**src/source/dbg_config.svh**
```systemverilog
// Shared constants for the JTAG debug hub
// Include wherever chain geometry, bus widths or module numbers are needed
// Types built from these live in the two packages

`ifndef DBG_CONFIG_SVH
`define DBG_CONFIG_SVH

////////////////////
// Chain geometry
////////////////////

// Shared shift register, MSB is the last bit shifted in
`define DBG_DATAREG_LEN   53
// Select flag sits in the MSB
`define DBG_SELECT_BIT    52
// Module command payload below the select flag
`define DBG_CMD_LEN       52
`define DBG_MODULE_ID_LEN 2
`define DBG_OPCODE_LEN    4

////////////////////
// Target widths
////////////////////

`define DBG_ADDR_WIDTH 16
`define DBG_DATA_WIDTH 32
`define DBG_NUM_CORES  4

// Readout registers, bus data above busy bit, cpu flags above stalls
`define DBG_BUS_OUT_LEN (`DBG_DATA_WIDTH + 1)
`define DBG_CPU_OUT_LEN (2 * `DBG_NUM_CORES)

// Module numbers, 2 and 3 reserved
`define DBG_BUS_MODULE 2'd0
`define DBG_CPU_MODULE 2'd1

`endif

```
**src/source/dbg_chain_pkg.sv**
```systemverilog
// Types for the JTAG side of the debug hub
// Opcodes, module numbers and the command word sliced from the chain
// Import into any module that decodes chain commands

`default_nettype none

`include "dbg_config.svh"

package dbg_chain_pkg;

  // Module number held in the select register
  typedef logic [`DBG_MODULE_ID_LEN-1:0] dbg_module_id_t;

  ////////////////////
  // Opcodes
  ////////////////////

  typedef enum logic [`DBG_OPCODE_LEN-1:0] {
    OP_NOP          = 4'd0,
    OP_BUS_WRITE    = 4'd1,
    OP_BUS_READ     = 4'd2,
    OP_CPU_STALL    = 4'd3,
    OP_CPU_CLEAR_BP = 4'd4
  } dbg_opcode_e;

  ////////////////////
  // Command word
  ////////////////////

  // Bits 51..0 of the chain, opcode first
  // Data field doubles as stall value or breakpoint clear mask
  typedef struct packed {
    dbg_opcode_e                opcode;
    logic [`DBG_ADDR_WIDTH-1:0] addr;
    logic [`DBG_DATA_WIDTH-1:0] data;
  } dbg_cmd_t;

endpackage

`default_nettype wire

```
**src/source/dbg_target_pkg.sv**
```systemverilog
// Types for the targets behind the debug hub
// Memory bus words, the bus request bundle and per-core masks
// Import into modules that face the bus or the cores

`default_nettype none

`include "dbg_config.svh"

package dbg_target_pkg;

  typedef logic [`DBG_ADDR_WIDTH-1:0] bus_addr_t;
  typedef logic [`DBG_DATA_WIDTH-1:0] bus_data_t;

  // One bit per core
  typedef logic [`DBG_NUM_CORES-1:0] core_mask_t;

  // Request towards memory, held until acknowledged
  typedef struct packed {
    logic      valid;
    logic      write;
    bus_addr_t addr;
    bus_data_t wdata;
  } bus_req_t;

  // Bus module transfer FSM
  typedef enum logic {
    BUS_IDLE,
    BUS_WAIT
  } bus_state_e;

endpackage

`default_nettype wire

```
**src/source/dbg_bus_module.sv**
```systemverilog
// Bus debug module
// Turns write and read commands from the chain into single word transfers
// on the memory bus, then shifts read data back out on capture
// Inhibit stays high for the whole transfer so the hub keeps this module selected

`timescale 1ns/1ps
`default_nettype none

`include "dbg_config.svh"

module dbg_bus_module
  import dbg_chain_pkg::*;
  import dbg_target_pkg::*;
(
  input  wire logic      tck_i,
  input  wire logic      tlr_i,
  input  wire logic      capture_dr_i,
  input  wire logic      shift_dr_i,
  input  wire logic      update_dr_i,
  input  wire logic      module_select_i,
  input  wire dbg_cmd_t  cmd_i,
  output      logic      module_tdo_o,
  output      logic      top_inhibit_o,
  output      bus_req_t  bus_req_o,
  input  wire logic      bus_ack_i,
  input  wire bus_data_t bus_rdata_i
);

  bus_state_e state;
  bus_data_t  rdata;
  logic       req_write;
  bus_addr_t  req_addr;
  bus_data_t  req_wdata;
  logic       bus_cmd;
  logic       start;
  logic       busy;

  logic [`DBG_BUS_OUT_LEN-1:0] out_reg;

  ////////////////////
  // Command decode
  ////////////////////

  assign bus_cmd = (cmd_i.opcode == OP_BUS_WRITE) || (cmd_i.opcode == OP_BUS_READ);
  // Commands during a pending transfer fall through
  assign start   = update_dr_i && module_select_i && bus_cmd && (state == BUS_IDLE);
  assign busy    = (state == BUS_WAIT);

  ////////////////////
  // Transfer FSM
  ////////////////////

  always_ff @(posedge tck_i or posedge tlr_i) begin
    if (tlr_i) begin
      state <= BUS_IDLE;
      rdata <= '0;
    end else begin
      case (state)
        BUS_IDLE: begin
          if (start) begin
            state <= BUS_WAIT;
          end
        end
        BUS_WAIT: begin
          // Back-pressure just keeps us here
          if (bus_ack_i) begin
            state <= BUS_IDLE;
            if (!req_write) begin
              rdata <= bus_rdata_i;
            end
          end
        end
        default: state <= BUS_IDLE;
      endcase
    end
  end

  // Request payload, only meaningful while valid
  always_ff @(posedge tck_i) begin
    if (start) begin
      req_write <= (cmd_i.opcode == OP_BUS_WRITE);
      req_addr  <= cmd_i.addr;
      req_wdata <= cmd_i.data;
    end
  end

  always_comb begin
    bus_req_o.valid = busy;
    bus_req_o.write = req_write;
    bus_req_o.addr  = req_addr;
    bus_req_o.wdata = req_wdata;
  end

  assign top_inhibit_o = busy;

  ////////////////////
  // Readout
  ////////////////////

  // Read data above busy flag, LSB goes out first
  always_ff @(posedge tck_i or posedge tlr_i) begin
    if (tlr_i) begin
      out_reg <= '0;
    end else if (module_select_i && capture_dr_i) begin
      out_reg <= {rdata, busy};
    end else if (module_select_i && shift_dr_i) begin
      out_reg <= {1'b0, out_reg[`DBG_BUS_OUT_LEN-1:1]};
    end
  end

  assign module_tdo_o = out_reg[0];

endmodule

`default_nettype wire

```
**src/source/dbg_cpu_module.sv**
```systemverilog
// CPU debug module
// Holds one stall bit and one sticky breakpoint flag per core
// A breakpoint from a core stalls it until the debugger releases it
// Status readout puts the breakpoint flags above the stall bits

`timescale 1ns/1ps
`default_nettype none

`include "dbg_config.svh"

module dbg_cpu_module
  import dbg_chain_pkg::*;
  import dbg_target_pkg::*;
(
  input  wire logic       tck_i,
  input  wire logic       tlr_i,
  input  wire logic       capture_dr_i,
  input  wire logic       shift_dr_i,
  input  wire logic       update_dr_i,
  input  wire logic       module_select_i,
  input  wire dbg_cmd_t   cmd_i,
  output      logic       module_tdo_o,
  input  wire core_mask_t cpu_bp_i,
  output      core_mask_t cpu_stall_o
);

  core_mask_t stall;
  core_mask_t bp_flags;
  core_mask_t stall_nxt;
  core_mask_t bp_nxt;
  core_mask_t cmd_mask;
  logic       cmd_en;

  logic [`DBG_CPU_OUT_LEN-1:0] out_reg;

  assign cmd_en   = update_dr_i && module_select_i;
  // Low data bits address the cores
  assign cmd_mask = cmd_i.data[`DBG_NUM_CORES-1:0];

  ////////////////////
  // Stall and breakpoints
  ////////////////////

  always_comb begin
    stall_nxt = stall;
    bp_nxt    = bp_flags;
    if (cmd_en && (cmd_i.opcode == OP_CPU_STALL)) begin
      stall_nxt = cmd_mask;
    end
    if (cmd_en && (cmd_i.opcode == OP_CPU_CLEAR_BP)) begin
      bp_nxt = bp_flags & ~cmd_mask;
    end
    // Breakpoint wins over a same-cycle release or clear
    stall_nxt = stall_nxt | cpu_bp_i;
    bp_nxt    = bp_nxt | cpu_bp_i;
  end

  always_ff @(posedge tck_i or posedge tlr_i) begin
    if (tlr_i) begin
      stall    <= '0;
      bp_flags <= '0;
    end else begin
      stall    <= stall_nxt;
      bp_flags <= bp_nxt;
    end
  end

  assign cpu_stall_o = stall;

  ////////////////////
  // Readout
  ////////////////////

  always_ff @(posedge tck_i or posedge tlr_i) begin
    if (tlr_i) begin
      out_reg <= '0;
    end else if (module_select_i && capture_dr_i) begin
      out_reg <= {bp_flags, stall};
    end else if (module_select_i && shift_dr_i) begin
      out_reg <= {1'b0, out_reg[`DBG_CPU_OUT_LEN-1:1]};
    end
  end

  assign module_tdo_o = out_reg[0];

endmodule

`default_nettype wire

```
**src/source/dbg_hub.sv**
```systemverilog
// JTAG debug hub, top level
// Shifts the shared data register, latches the module number from select
// commands and hands module commands to the bus and CPU modules
// Everything runs on the TAP clock; the TAP controller sits outside

`timescale 1ns/1ps
`default_nettype none

`include "dbg_config.svh"

module dbg_hub
  import dbg_chain_pkg::*;
  import dbg_target_pkg::*;
(
  input  wire logic       tck_i,
  input  wire logic       tlr_i,
  input  wire logic       tdi_i,
  input  wire logic       shift_dr_i,
  input  wire logic       capture_dr_i,
  input  wire logic       update_dr_i,
  input  wire logic       debug_select_i,
  output      logic       tdo_o,
  output      bus_req_t   bus_req_o,
  input  wire logic       bus_ack_i,
  input  wire bus_data_t  bus_rdata_i,
  input  wire core_mask_t cpu_bp_i,
  output      core_mask_t cpu_stall_o
);

  logic [`DBG_DATAREG_LEN-1:0] shift_reg;
  dbg_module_id_t              module_id;
  dbg_module_id_t              module_id_in;
  dbg_cmd_t                    cmd;
  logic                        select_cmd;
  logic                        bus_inhibit;
  logic [1:0]                  module_sel;
  logic                        dr_capture;
  logic                        dr_shift;
  logic                        cmd_update;
  logic                        tdo_bus;
  logic                        tdo_cpu;

  ////////////////////
  // Chain decode
  ////////////////////

  assign select_cmd   = shift_reg[`DBG_SELECT_BIT];
  assign module_id_in = shift_reg[`DBG_SELECT_BIT-1 -: `DBG_MODULE_ID_LEN];
  assign cmd          = dbg_cmd_t'(shift_reg[`DBG_CMD_LEN-1:0]);

  // Strobes only count while our instruction is in the IR
  assign dr_capture = capture_dr_i && debug_select_i;
  assign dr_shift   = shift_dr_i && debug_select_i;
  // Update without the select flag is a module command
  assign cmd_update = update_dr_i && debug_select_i && !select_cmd;

  // New bits enter at the MSB, register shifts right
  always_ff @(posedge tck_i or posedge tlr_i) begin
    if (tlr_i) begin
      shift_reg <= '0;
    end else if (dr_shift) begin
      shift_reg <= {tdi_i, shift_reg[`DBG_DATAREG_LEN-1:1]};
    end
  end

  ////////////////////
  // Module select
  ////////////////////

  // Select dropped while a bus transfer is outstanding
  always_ff @(posedge tck_i or posedge tlr_i) begin
    if (tlr_i) begin
      module_id <= `DBG_BUS_MODULE;
    end else if (update_dr_i && debug_select_i && select_cmd && !bus_inhibit) begin
      module_id <= module_id_in;
    end
  end

  // One-hot, reserved numbers select nothing
  always_comb begin
    module_sel    = 2'b00;
    module_sel[0] = (module_id == `DBG_BUS_MODULE);
    module_sel[1] = (module_id == `DBG_CPU_MODULE);
  end

  ////////////////////
  // Debug modules
  ////////////////////

  dbg_bus_module u_bus (
    .tck_i           (tck_i),
    .tlr_i           (tlr_i),
    .capture_dr_i    (dr_capture),
    .shift_dr_i      (dr_shift),
    .update_dr_i     (cmd_update),
    .module_select_i (module_sel[0]),
    .cmd_i           (cmd),
    .module_tdo_o    (tdo_bus),
    .top_inhibit_o   (bus_inhibit),
    .bus_req_o       (bus_req_o),
    .bus_ack_i       (bus_ack_i),
    .bus_rdata_i     (bus_rdata_i)
  );

  dbg_cpu_module u_cpu (
    .tck_i           (tck_i),
    .tlr_i           (tlr_i),
    .capture_dr_i    (dr_capture),
    .shift_dr_i      (dr_shift),
    .update_dr_i     (cmd_update),
    .module_select_i (module_sel[1]),
    .cmd_i           (cmd),
    .module_tdo_o    (tdo_cpu),
    .cpu_bp_i        (cpu_bp_i),
    .cpu_stall_o     (cpu_stall_o)
  );

  // tdo mux, low for reserved numbers
  always_comb begin
    case (module_id)
      `DBG_BUS_MODULE: tdo_o = tdo_bus;
      `DBG_CPU_MODULE: tdo_o = tdo_cpu;
      default:         tdo_o = 1'b0;
    endcase
  end

endmodule

`default_nettype wire

```
**config.mk**
```make
export PLATFORM = sky130hd
export DESIGN_NAME = dbg_hub
export DESIGN_NICKNAME = d
export VERILOG_FILES = /design/src/source/dbg_chain_pkg.sv /design/src/source/dbg_target_pkg.sv /design/src/source/dbg_bus_module.sv /design/src/source/dbg_cpu_module.sv /design/src/source/dbg_hub.sv
export VERILOG_INCLUDE_DIRS = /design/src /design/src/source
export SDC_FILE = /design/constraint.sdc
export NUM_CORES = 1
export LEC_CHECK = 0
export ABC_CLOCK_PERIOD_IN_PS = 3700
export BUFFER_PORTS_ARGS = -buffer_cell sky130_fd_sc_hd__buf_4
export CAP_MARGIN = 10
export CORE_ASPECT_RATIO = 1.75
export CORE_UTILIZATION = 30
export CTS_CLUSTER_DIAMETER = 80
export DETAILED_ROUTE_END_ITERATION = 10
export PLACE_DENSITY_LB_ADDON = 0.25
export SYNTH_ARGS = -nofsm -noshare
export SYNTH_HDL_FRONTEND = slang
export SYNTH_HIERARCHICAL = 1
export SYNTH_SLANG_ARGS = --single-unit
```
**constraint.sdc**
```tcl
create_clock -name tck_i -period 3.7 [get_ports tck_i]
set_input_delay 0.37 -clock tck_i [delete_from_list [all_inputs] [get_ports tck_i]]
set_output_delay 0.37 -clock tck_i [all_outputs]
set_load 0.01 [all_outputs]
```
Word-level counts from Yosys, hierarchy flattened
Cells that the tools add are included.

operators by class
  equality and inequality tests = 5
  multiplexer cells = 10
  bitwise logic cells = 6
  reduce and logical (&&, ||, !) cells = 23

operator list
  operator                                              number
  2-to-1 mux 33 bit                                     2
  logical AND 1 bit                                     16
  2-to-1 mux 8 bit                                      2
  equality test 4 x 2 -> 1 bit (second input constant)  2
  2-to-1 mux 4 bit                                      2
  bitwise OR 4 bit                                      2
  bitwise AND 4 bit                                     1
  equality test 4 x 1 -> 1 bit (second input constant)  1
  equality test 4 x 3 -> 1 bit (second input constant)  1
  NOT 4 bit                                             1
  one-hot mux 1 bit (2 select lines)                    2
  nonzero test 2 bit                                    2
  AND reduction 3 bit                                   1
  equality test 2 x 1 -> 1 bit (second input constant)  1
  zero test 1 bit                                       2
  zero test 2 bit                                       1
  2-to-1 mux 1 bit                                      2
  NOT 1 bit                                             2
  logical OR 1 bit                                      1

word-level totals
  register bits after elaboration = 186
  input bits = 44
  output and inout port bits = 55
  word-level logic and storage cells = 55

Logic depth before layout (Yosys ltp)
Gate-level depths: netlist (run 1).

  depth in word-level cells = 7
  gate-level depth with buffers = 8

By module
The synthesis (run 1) kept the hierarchy.

by module, submodules not included
  module          instances  cells an instance  area an instance (µm²)
  dbg_bus_module  1          271                4,423.0
  dbg_hub         1          126                2,145.8
  dbg_cpu_module  1          73                 764.5

Least setup slack after synthesis (run 1)
OpenSTA, ideal clock, no wires.

  kind = register to register
  from = reg module_id[1]
  to = reg u_bus.req_addr[0] (enable)
  library setup time = 0.486 ns
  arrival = 3.597 ns
  data required time = 3.214 ns
  setup slack = -0.383 ns
  cell stages (with the launch flop) = 4
  path buffers = 0
  period minus slack after synthesis = 4.083 ns
  cells stage by stage = dfrtp_1 -> nor2_1 -> nand3b_1 -> nor4_2

between the ends
  longest elaborated chain between the ends = 4

RTL lines
  element                          line                  RTL
  start: declaration               dbg_hub.sv:31         dbg_module_id_t module_id;
  start signal: assignment         dbg_hub.sv:73         module_id <= `DBG_BUS_MODULE;
  start signal: assignment         dbg_hub.sv:75         module_id <= module_id_in;
  zero test 2 bit                  -
  via module_sel[0]                dbg_hub.sv:36         logic [1:0] module_sel;
  logical AND 1 bit (3 in series)  dbg_bus_module.sv:46  assign start = update_dr_i && module_select_i && bus_cmd && (state == BUS_IDLE);
  via u_bus.start                  dbg_bus_module.sv:35  logic start;
  end signal: assignment           dbg_bus_module.sv:82  req_addr <= cmd_i.addr;
  end: declaration                 dbg_bus_module.sv:32  bus_addr_t req_addr;

The timed path passes the listed nets, and every way through them passes these cells.
A chain may end at the register's enable or synchronous reset.

Worst setup path after layout (run 1)
  from = reg module_id[1]
  to = reg u_bus.req_addr[8] (enable)

The elaborated chain is that of the path after synthesis.

==> results of run 1 <==
## metrics by stage
stage / total power [mW] / instances
2_1_floorplan: 3.439 / 470
3_3_place_gp: 3.655 / 861
3_5_place_dp: 3.709 / 861
4_1_cts: 5.548 / 894
5_1_grt: 5.756 / 894
6_report: 5.453 / 894
## kinds of logic after synthesis
logic type             Yosys count
AO/OA/AOI/OAI                   62
XOR/XNOR                         1
buffers and inverters           33
flip-flops                     186
multiplexers                   121
AND/OR/NAND/NOR                 67
## layer usage
| layer | routed length [um] | GRT usage | vias to the layer above | part of all wire |
|---|---|---|---|---|
| met1 | 5690 | 0.1355 | 2052 | 0.39 |
| met3 | 921 | 0.04394 | 14 | 0.063 |
| met2 | 7761 | 0.2152 | 94 | 0.53 |
| met5 | 0 | 0 | - | 0 |
| li1 | - | - | 1875 | - |
| met4 | 219 | 0.04526 | 0 | 0.015 |
## Yosys cell counts (2+ instances only)
library cell,number,area [um2]
nor2b_1,2,12.51
nand3b_4,2,40.04
o21ai_1,2,10.01
a21oi_1,7,35.03
mux2i_1,34,340.3
o21ai_0,28,140.1
mux2_4,34,510.5
a32o_1,2,20.02
a31oi_1,4,25.02
nor2_1,18,67.56
clkbuf_2,2,10.01
edfxtp_1,49,1471
nand2_1,35,131.4
mux2_2,53,596.8
nand3b_1,2,15.01
clkbuf_8,5,68.82
a22o_1,5,43.79
buf_2,4,20.02
buf_4,5,37.54
inv_1,11,41.29
o22ai_1,11,68.82
dfrtp_1,137,3428
buf_6,5,56.30
## how the worst max path moves through the flow
stage | from | to | slack, ps | cells past startpoint
2_1_floorplan | module_id[1]$_DFFE_PP0P_ | u_bus/req_addr[0]$_DFFE_PP_ | 750 | 3
3_3_place_gp | module_id[1]$_DFFE_PP0P_ | u_bus/req_addr[12]$_DFFE_PP_ | 1430 | 4
3_5_place_dp | module_id[1]$_DFFE_PP0P_ | u_bus/req_wdata[5]$_DFFE_PP_ | 1340 | 4
4_1_cts | module_id[1]$_DFFE_PP0P_ | u_bus/req_addr[6]$_DFFE_PP_ | 1330 | 4
5_1_grt | module_id[1]$_DFFE_PP0P_ | u_bus/req_addr[6]$_DFFE_PP_ | 1220 | 4
6_report | module_id[1]$_DFFE_PP0P_ | u_bus/req_addr[8]$_DFFE_PP_ | 1390 | 4
## repair_timing
action                                 4_1_cts  5_1_grt
hold buffers                                 1        0
buffers inserted                             0        0
endpoints found under the hold margin       16        0
## where the power goes
part	switching, mW	internal, mW
Combinational	0.376	0.471
Clock	0.780	1.02
Sequential	0.281	2.52
## worst reg2reg max path, cell delays in order, from the launching register on
cell      delay [ps]
dfrtp_1          410
nor2_1           450
nand3b_1         200
nor4_4           260
buf_4            590
## final cells by class
class,instances,share of cell area
inverters,11,0.004633
repair buffers,106,0.08957
clock buffers,20,0.05012
well taps,308,0.04324
multi-input cells,251,0.2469
clock inverters,12,0.01572
flip-flops and latches,186,0.5498
==> qor.yml, run 1 <==
p_per_area_mw_per_mm2: 611.9
die_h_um: 208.8
clk_root_buffer_cell: "clkbuf_16"
synthAdderAreaFrac: 0
ys_types: 36
clk_latency_ps: 430
synth_top_family_by_area: "multiplexers"
antenna_left: 0
insertedDiodeCount: 0
grt_remaining_overflow: 0
layout-drive-gt1-share: 0.3959
crit_chain: "nor2_1 -> nand3b_1 -> nor4_4 -> buf_4"
rsz0062_at_grt: "false"
nNetsFinal: 617
area_growth_syn_to_layout_pct: 21.53
post-place-ws_ps: 1343
clk_pin_slew_ps: 70
clk_path_buf_depth: 2
syn-mean-instance-area_um2: 15.60
n_fill_cell: 2371
finalSetupViolCount: 0
cts-resized-gates: 0
synth_mux_area_frac: 0.1974
worstPathRequired_ps: 3760
antenna_found_initial: 0
ys_ff_latch: 186
critical_path.startpoint_type: "flip-flop"
synth-edff-count: 49
final_cell_mix: "dfrtp_1, buf_4, mux2_2"
seq_area_mm2: 0.004900
crit-reg2reg-launch: "module_id[1]$_DFFE_PP0P_"
synth-compound-area-share: 0.05102
rows: 75
fp.dieArea_mm2: 0.02510
drt-initial-drc-count: 140
hold_depth: 2
finalMaxSlewViolations: 0
cts_buffers: 17
min_path_type: "input pin to flip-flop"
detail_route.vias_per_cell: 4.513
cp-end-kind: "flip-flop"
post-route-period-util: 0.6251
core-area_mm2: 0.02402
fin_ws_ps: 1387
vias: 4035
synth_nets: 514
yosys.area_share.xor_xnor: 0.001194
crit_family: "simple AND/OR/NAND/NOR gates"
synth-warning-count: 6
slowest_delay_ps: 590
htreeDepth: 4
p_leak_nw: 4.100
reg2reg_slack_ps: 1390
start_util: 0.3053
reg2reg_depth: 4
cp_max_fo: 47
arrival_ps: 2370
grt_usage: 0.1233
grt_pass1_wl_mm: 23.71
timing_worst_setup_path_type: "flip-flop to flip-flop"
largest_reg_flops: 53
gp_congestion: 0.7190
holdWs_ps: 170.9
grt_pass1_vias: 4465
synth-seq-area-share: 0.6681
place_area_mm2: 0.008315
drc: 0
wl_mm: 14.59
fin_area_mm2: 0.008912
final.min_clock_period_ps: 2313
async_reset_ff_frac: 0.7366
hpwl_mm: 9.811
cap_viol_max_count: 0
reg2reg_to: "u_bus/req_addr[8]$_DFFE_PP_"
wire_per_inst_um: 16.32
grt_max_degree: 54
synth-main-ff-cell: "dfrtp_1"
netlist_instances: 470
multiInputGateArea_mm2: 0.002201
hold_violations: 0
status: "finished clean"
synthSimpleGateAreaFrac: 0.04931
die_w_um: 120.2
slew-limit-headroom: 0.3917
timing.fmax_mhz: 432.4
final_common_cell: "dfrtp_1"
portBuffers: 98
crit_slowest_cell: "buf_4"
worst_pin_slew_ps: 910.5
whs_endpoint: "shift_reg[52]$_DFFE_PP0P_"
io_pins: 99
synth.cell_area_mm2: 0.007333
clock_sinks: 186
cts_tree: "done"
fin_worst_skew_ps: 7.043
fin_tns_setup_ps: 0
vdd_drop_max_mv: 0.3213
min-delay-start: "tdi_i"
utilization: 0.3710
dr.pass1.iters: 4
crit_buf_inv: 1
(Power assumes the default switching activity.)
==> inputs of run 2 (changes only) <==
--- a/config.mk
+++ b/config.mk
@@ -6,7 +6,7 @@
 export SDC_FILE = /design/constraint.sdc
 export NUM_CORES = 1
 export LEC_CHECK = 0
-export ABC_CLOCK_PERIOD_IN_PS = 3700
+export ABC_CLOCK_PERIOD_IN_PS = 2000
 export BUFFER_PORTS_ARGS = -buffer_cell sky130_fd_sc_hd__buf_4
 export CAP_MARGIN = 10
 export CORE_ASPECT_RATIO = 1.75
==> constraint.sdc (replaced) <==
create_clock -name tck_i -period 2 [get_ports tck_i]
set_input_delay 0.2 -clock tck_i [delete_from_list [all_inputs] [get_ports tck_i]]
set_output_delay 0.2 -clock tck_i [all_outputs]
set_load 0.01 [all_outputs]
==> run 2 against run 1 <==
Net effect:
- non-clock buffer count up 38
- cell area up 4.8%
- total power up 89%
- combinational power up 98%
- wire length up 0.55%
- via count up 3.6%
- critical path type unchanged
- critical endpoint is now u_bus/req_wdata[28]$_DFFE_PP_
- largest power group unchanged
- highest routed layer unchanged
==> qor.yml, run 2 (same netlist as run 1, synthesis figures left out) <==
critPathCapture: "u_bus/req_wdata[28]$_DFFE_PP_"  # was u_bus/req_addr[8]$_DFFE_PP_
post-route-period-util: 0.8988  # was 0.6251
grt_use_met2: 0.2154  # was 0.2152
reg2reg_to: "u_bus/req_wdata[28]$_DFFE_PP_"  # was u_bus/req_addr[8]$_DFFE_PP_
busiest_layer: "met2"  # unchanged
start_util: 0.3053  # unchanged
rows: 75  # unchanged
grt_pass1_vias: 4691  # was 4465
crit_slowest_cell: "dfrtp_1"  # was buf_4
gp_congestion: 0.7375  # was 0.7190
status: "finished clean"  # unchanged
slowest_delay_ps: 420  # was 590 ps
power_report.internal_total_mw: 7.475  # was 4.016 mW
largest_reg_flops: 53  # unchanged
layout-drive-gt1-share: 0.3862  # was 0.3959
area_growth_syn_to_layout_pct: 27.40  # was 21.53%
htreeDepth: 4  # unchanged
hpwl_mm: 9.851  # was 9.811 mm
cts_buffers: 17  # unchanged
p_per_area_mw_per_mm2: 1101  # was 611.9 mW/mm2
slew-limit-headroom: 0.4276  # was 0.3917
clk_path_buf_depth: 2  # unchanged
insertedDiodeCount: 0  # unchanged
crit_family: "simple AND/OR/NAND/NOR gates"  # unchanged
crit_buf_inv: 1  # unchanged
n_fill_cell: 2328  # was 2371
holdWs_ps: 25.99  # was 170.9 ps
critical_path.startpoint_type: "flip-flop"  # unchanged
clock_sinks: 186  # unchanged
clk_pin_slew_ps: 70  # about the same
die_w_um: 120.2  # unchanged
wl_mm: 14.67  # was 14.59 mm
worst_pin_slew_ps: 855.3  # was 910.5 ps
reg2reg_depth: 4  # unchanged
p_switching_mw: 2.809  # was 1.437 mW
worstPathRequired_ps: 2100  # was 3760 ps
fin_tns_setup_ps: 0  # unchanged
detail_route.vias_per_cell: 4.486  # was 4.513
wire_per_inst_um: 15.74  # was 16.32 um
clk_latency_ps: 430  # about the same
die_h_um: 208.8  # unchanged
cp-end-kind: "flip-flop"  # unchanged
grt_pass1_wl_mm: 24.14  # was 23.71 mm
rsz0062_at_grt: "false"  # unchanged
grt_max_degree: 67  # was 54
io_pins: 99  # unchanged
vdd_drop_max_mv: 0.5900  # was 0.3213 mV
drt-initial-drc-count: 219  # was 140
antenna_found_initial: 0  # unchanged
crit-reg2reg-launch: "shift_reg[52]$_DFFE_PP0P_"  # was module_id[1]$_DFFE_PP0P_
timing_worst_setup_path_type: "flip-flop to flip-flop"  # unchanged
drc: 0  # unchanged
core-area_mm2: 0.02402  # unchanged
nNetsFinal: 655  # was 617
arrival_ps: 1900  # was 2370 ps
seqPwrFrac: 0.506  # was 0.514
grt_use_met3: 0.04230  # was 0.04394
final_common_cell: "dfrtp_1"  # unchanged
fp.dieArea_mm2: 0.02510  # unchanged
cp-startpoint: "shift_reg[52]$_DFFE_PP0P_"  # was module_id[1]$_DFFE_PP0P_
grt_remaining_overflow: 0  # unchanged
crit_chain: "nor2_2 -> nand3b_1 -> nor4_4 -> buf_12"  # was nor2_1 -> nand3b_1 -> nor4_4 -> buf_4
vias: 4181  # was 4035
finalSetupViolCount: 0  # unchanged
grtUsageMet1: 0.1392  # was 0.1355
final.min_clock_period_ps: 1798  # was 2313 ps
cts_tree: "done"  # unchanged
dp.cells: 867  # was 861
cts-resized-gates: 0  # unchanged
reg2reg_slack_ps: 200  # was 1390 ps
power_mw: 10.28  # was 5.453 mW
fin_cells: 932  # was 894
min_path_type: "input pin to flip-flop"  # unchanged
cp_max_fo: 50  # was 47
comb_power_share: 0.164  # was 0.155
p_clk_frac: 0.330  # about the same
timing.fmax_mhz: 556.3  # was 432.4 MHz
portBuffers: 98  # unchanged
antenna_left: 0  # unchanged
cp_num_cells: 4  # unchanged
final_cell_mix: "dfrtp_1, buf_4, mux2_2"  # unchanged
dr.pass1.iters: 4  # unchanged
finalMaxSlewViolations: 0  # unchanged
p_leak_nw: 4.287  # was 4.100 nW
utilization: 0.3889  # was 0.3710
clk_root_buffer_cell: "clkbuf_16"  # unchanged
grt_usage: 0.1247  # was 0.1233
hold_violations: 0  # unchanged
fin_worst_skew_ps: 8.869  # was 7.043 ps
cap_viol_max_count: 0  # unchanged
switching_share: 0.2732  # was 0.2635
==> run 2: layout make-up <==
cell class                 instances  area (um2)  share of cell area
clock buffer                      19       454.2             0.04861
clock inverter                    13       150.1             0.01607
inverter                          11       41.29            0.004419
multi-input combinational        251        2211              0.2366
sequential                       186        4900              0.5244
tap                              308       385.4             0.04125
timing repair buffer             144        1201              0.1286
==> run 2: worst min path at each step <==
stage / depth (start not counted) / to / startpoint / slack, ps
final: 2 / u_bus/rdata[2]$_DFFE_PP0P_ / bus_rdata_i[2] / 30
after global routing: 2 / u_bus/rdata[2]$_DFFE_PP0P_ / bus_rdata_i[2] / 8
after CTS: 2 / u_bus/rdata[2]$_DFFE_PP0P_ / bus_rdata_i[2] / 2
after detailed placement: 2 / module_id[1]$_DFFE_PP0P_ / tlr_i / 320
after global placement: 2 / module_id[0]$_DFFE_PP0P_ / tlr_i / 310
after floorplan: 1 / u_cpu/bp_flags[0]$_DFF_PP0_ / tlr_i / 110
==> run 2: power by group through the flow <==
| stage | sequential (mW) | combinational (mW) | clock, mW |
|---|---|---|---|
| finish | 5.20 | 1.68 | 3.40 |
| global route | 5.31 | 1.87 | 3.68 |
| CTS | 5.22 | 1.71 | 3.53 |
| detailed placement | 5.28 | 1.65 | 0 |
| global placement | 5.25 | 1.58 | 0 |
| floorplan | 5.09 | 1.29 | 0 |
==> run 2: stage by stage <==
| stage | instance area, um2 | setup WS (ps) |
|---|---|---|
| 2_1_floorplan | 7352 | -899.9 |
| 3_3_place_gp | 8408 | 229.0 |
| 3_5_place_dp | 8408 | 161.1 |
| 4_1_cts | 9343 | 190.6 |
| 5_1_grt | 9343 | 112.0 |
| 6_report | 9343 | 202.4 |
==> run 2: routing by layer <==
layer / wire [um] / up-vias
li1: - / 1955
met1: 5777 / 2096
met2: 7703 / 111
met3: 932 / 19
met4: 261 / 0
met5: 0 / -
==> run 2: timing repair <==
item,4_1_cts,5_1_grt
hold endpoints to repair,134,0
hold buffers,33,0
buffers inserted,0,0
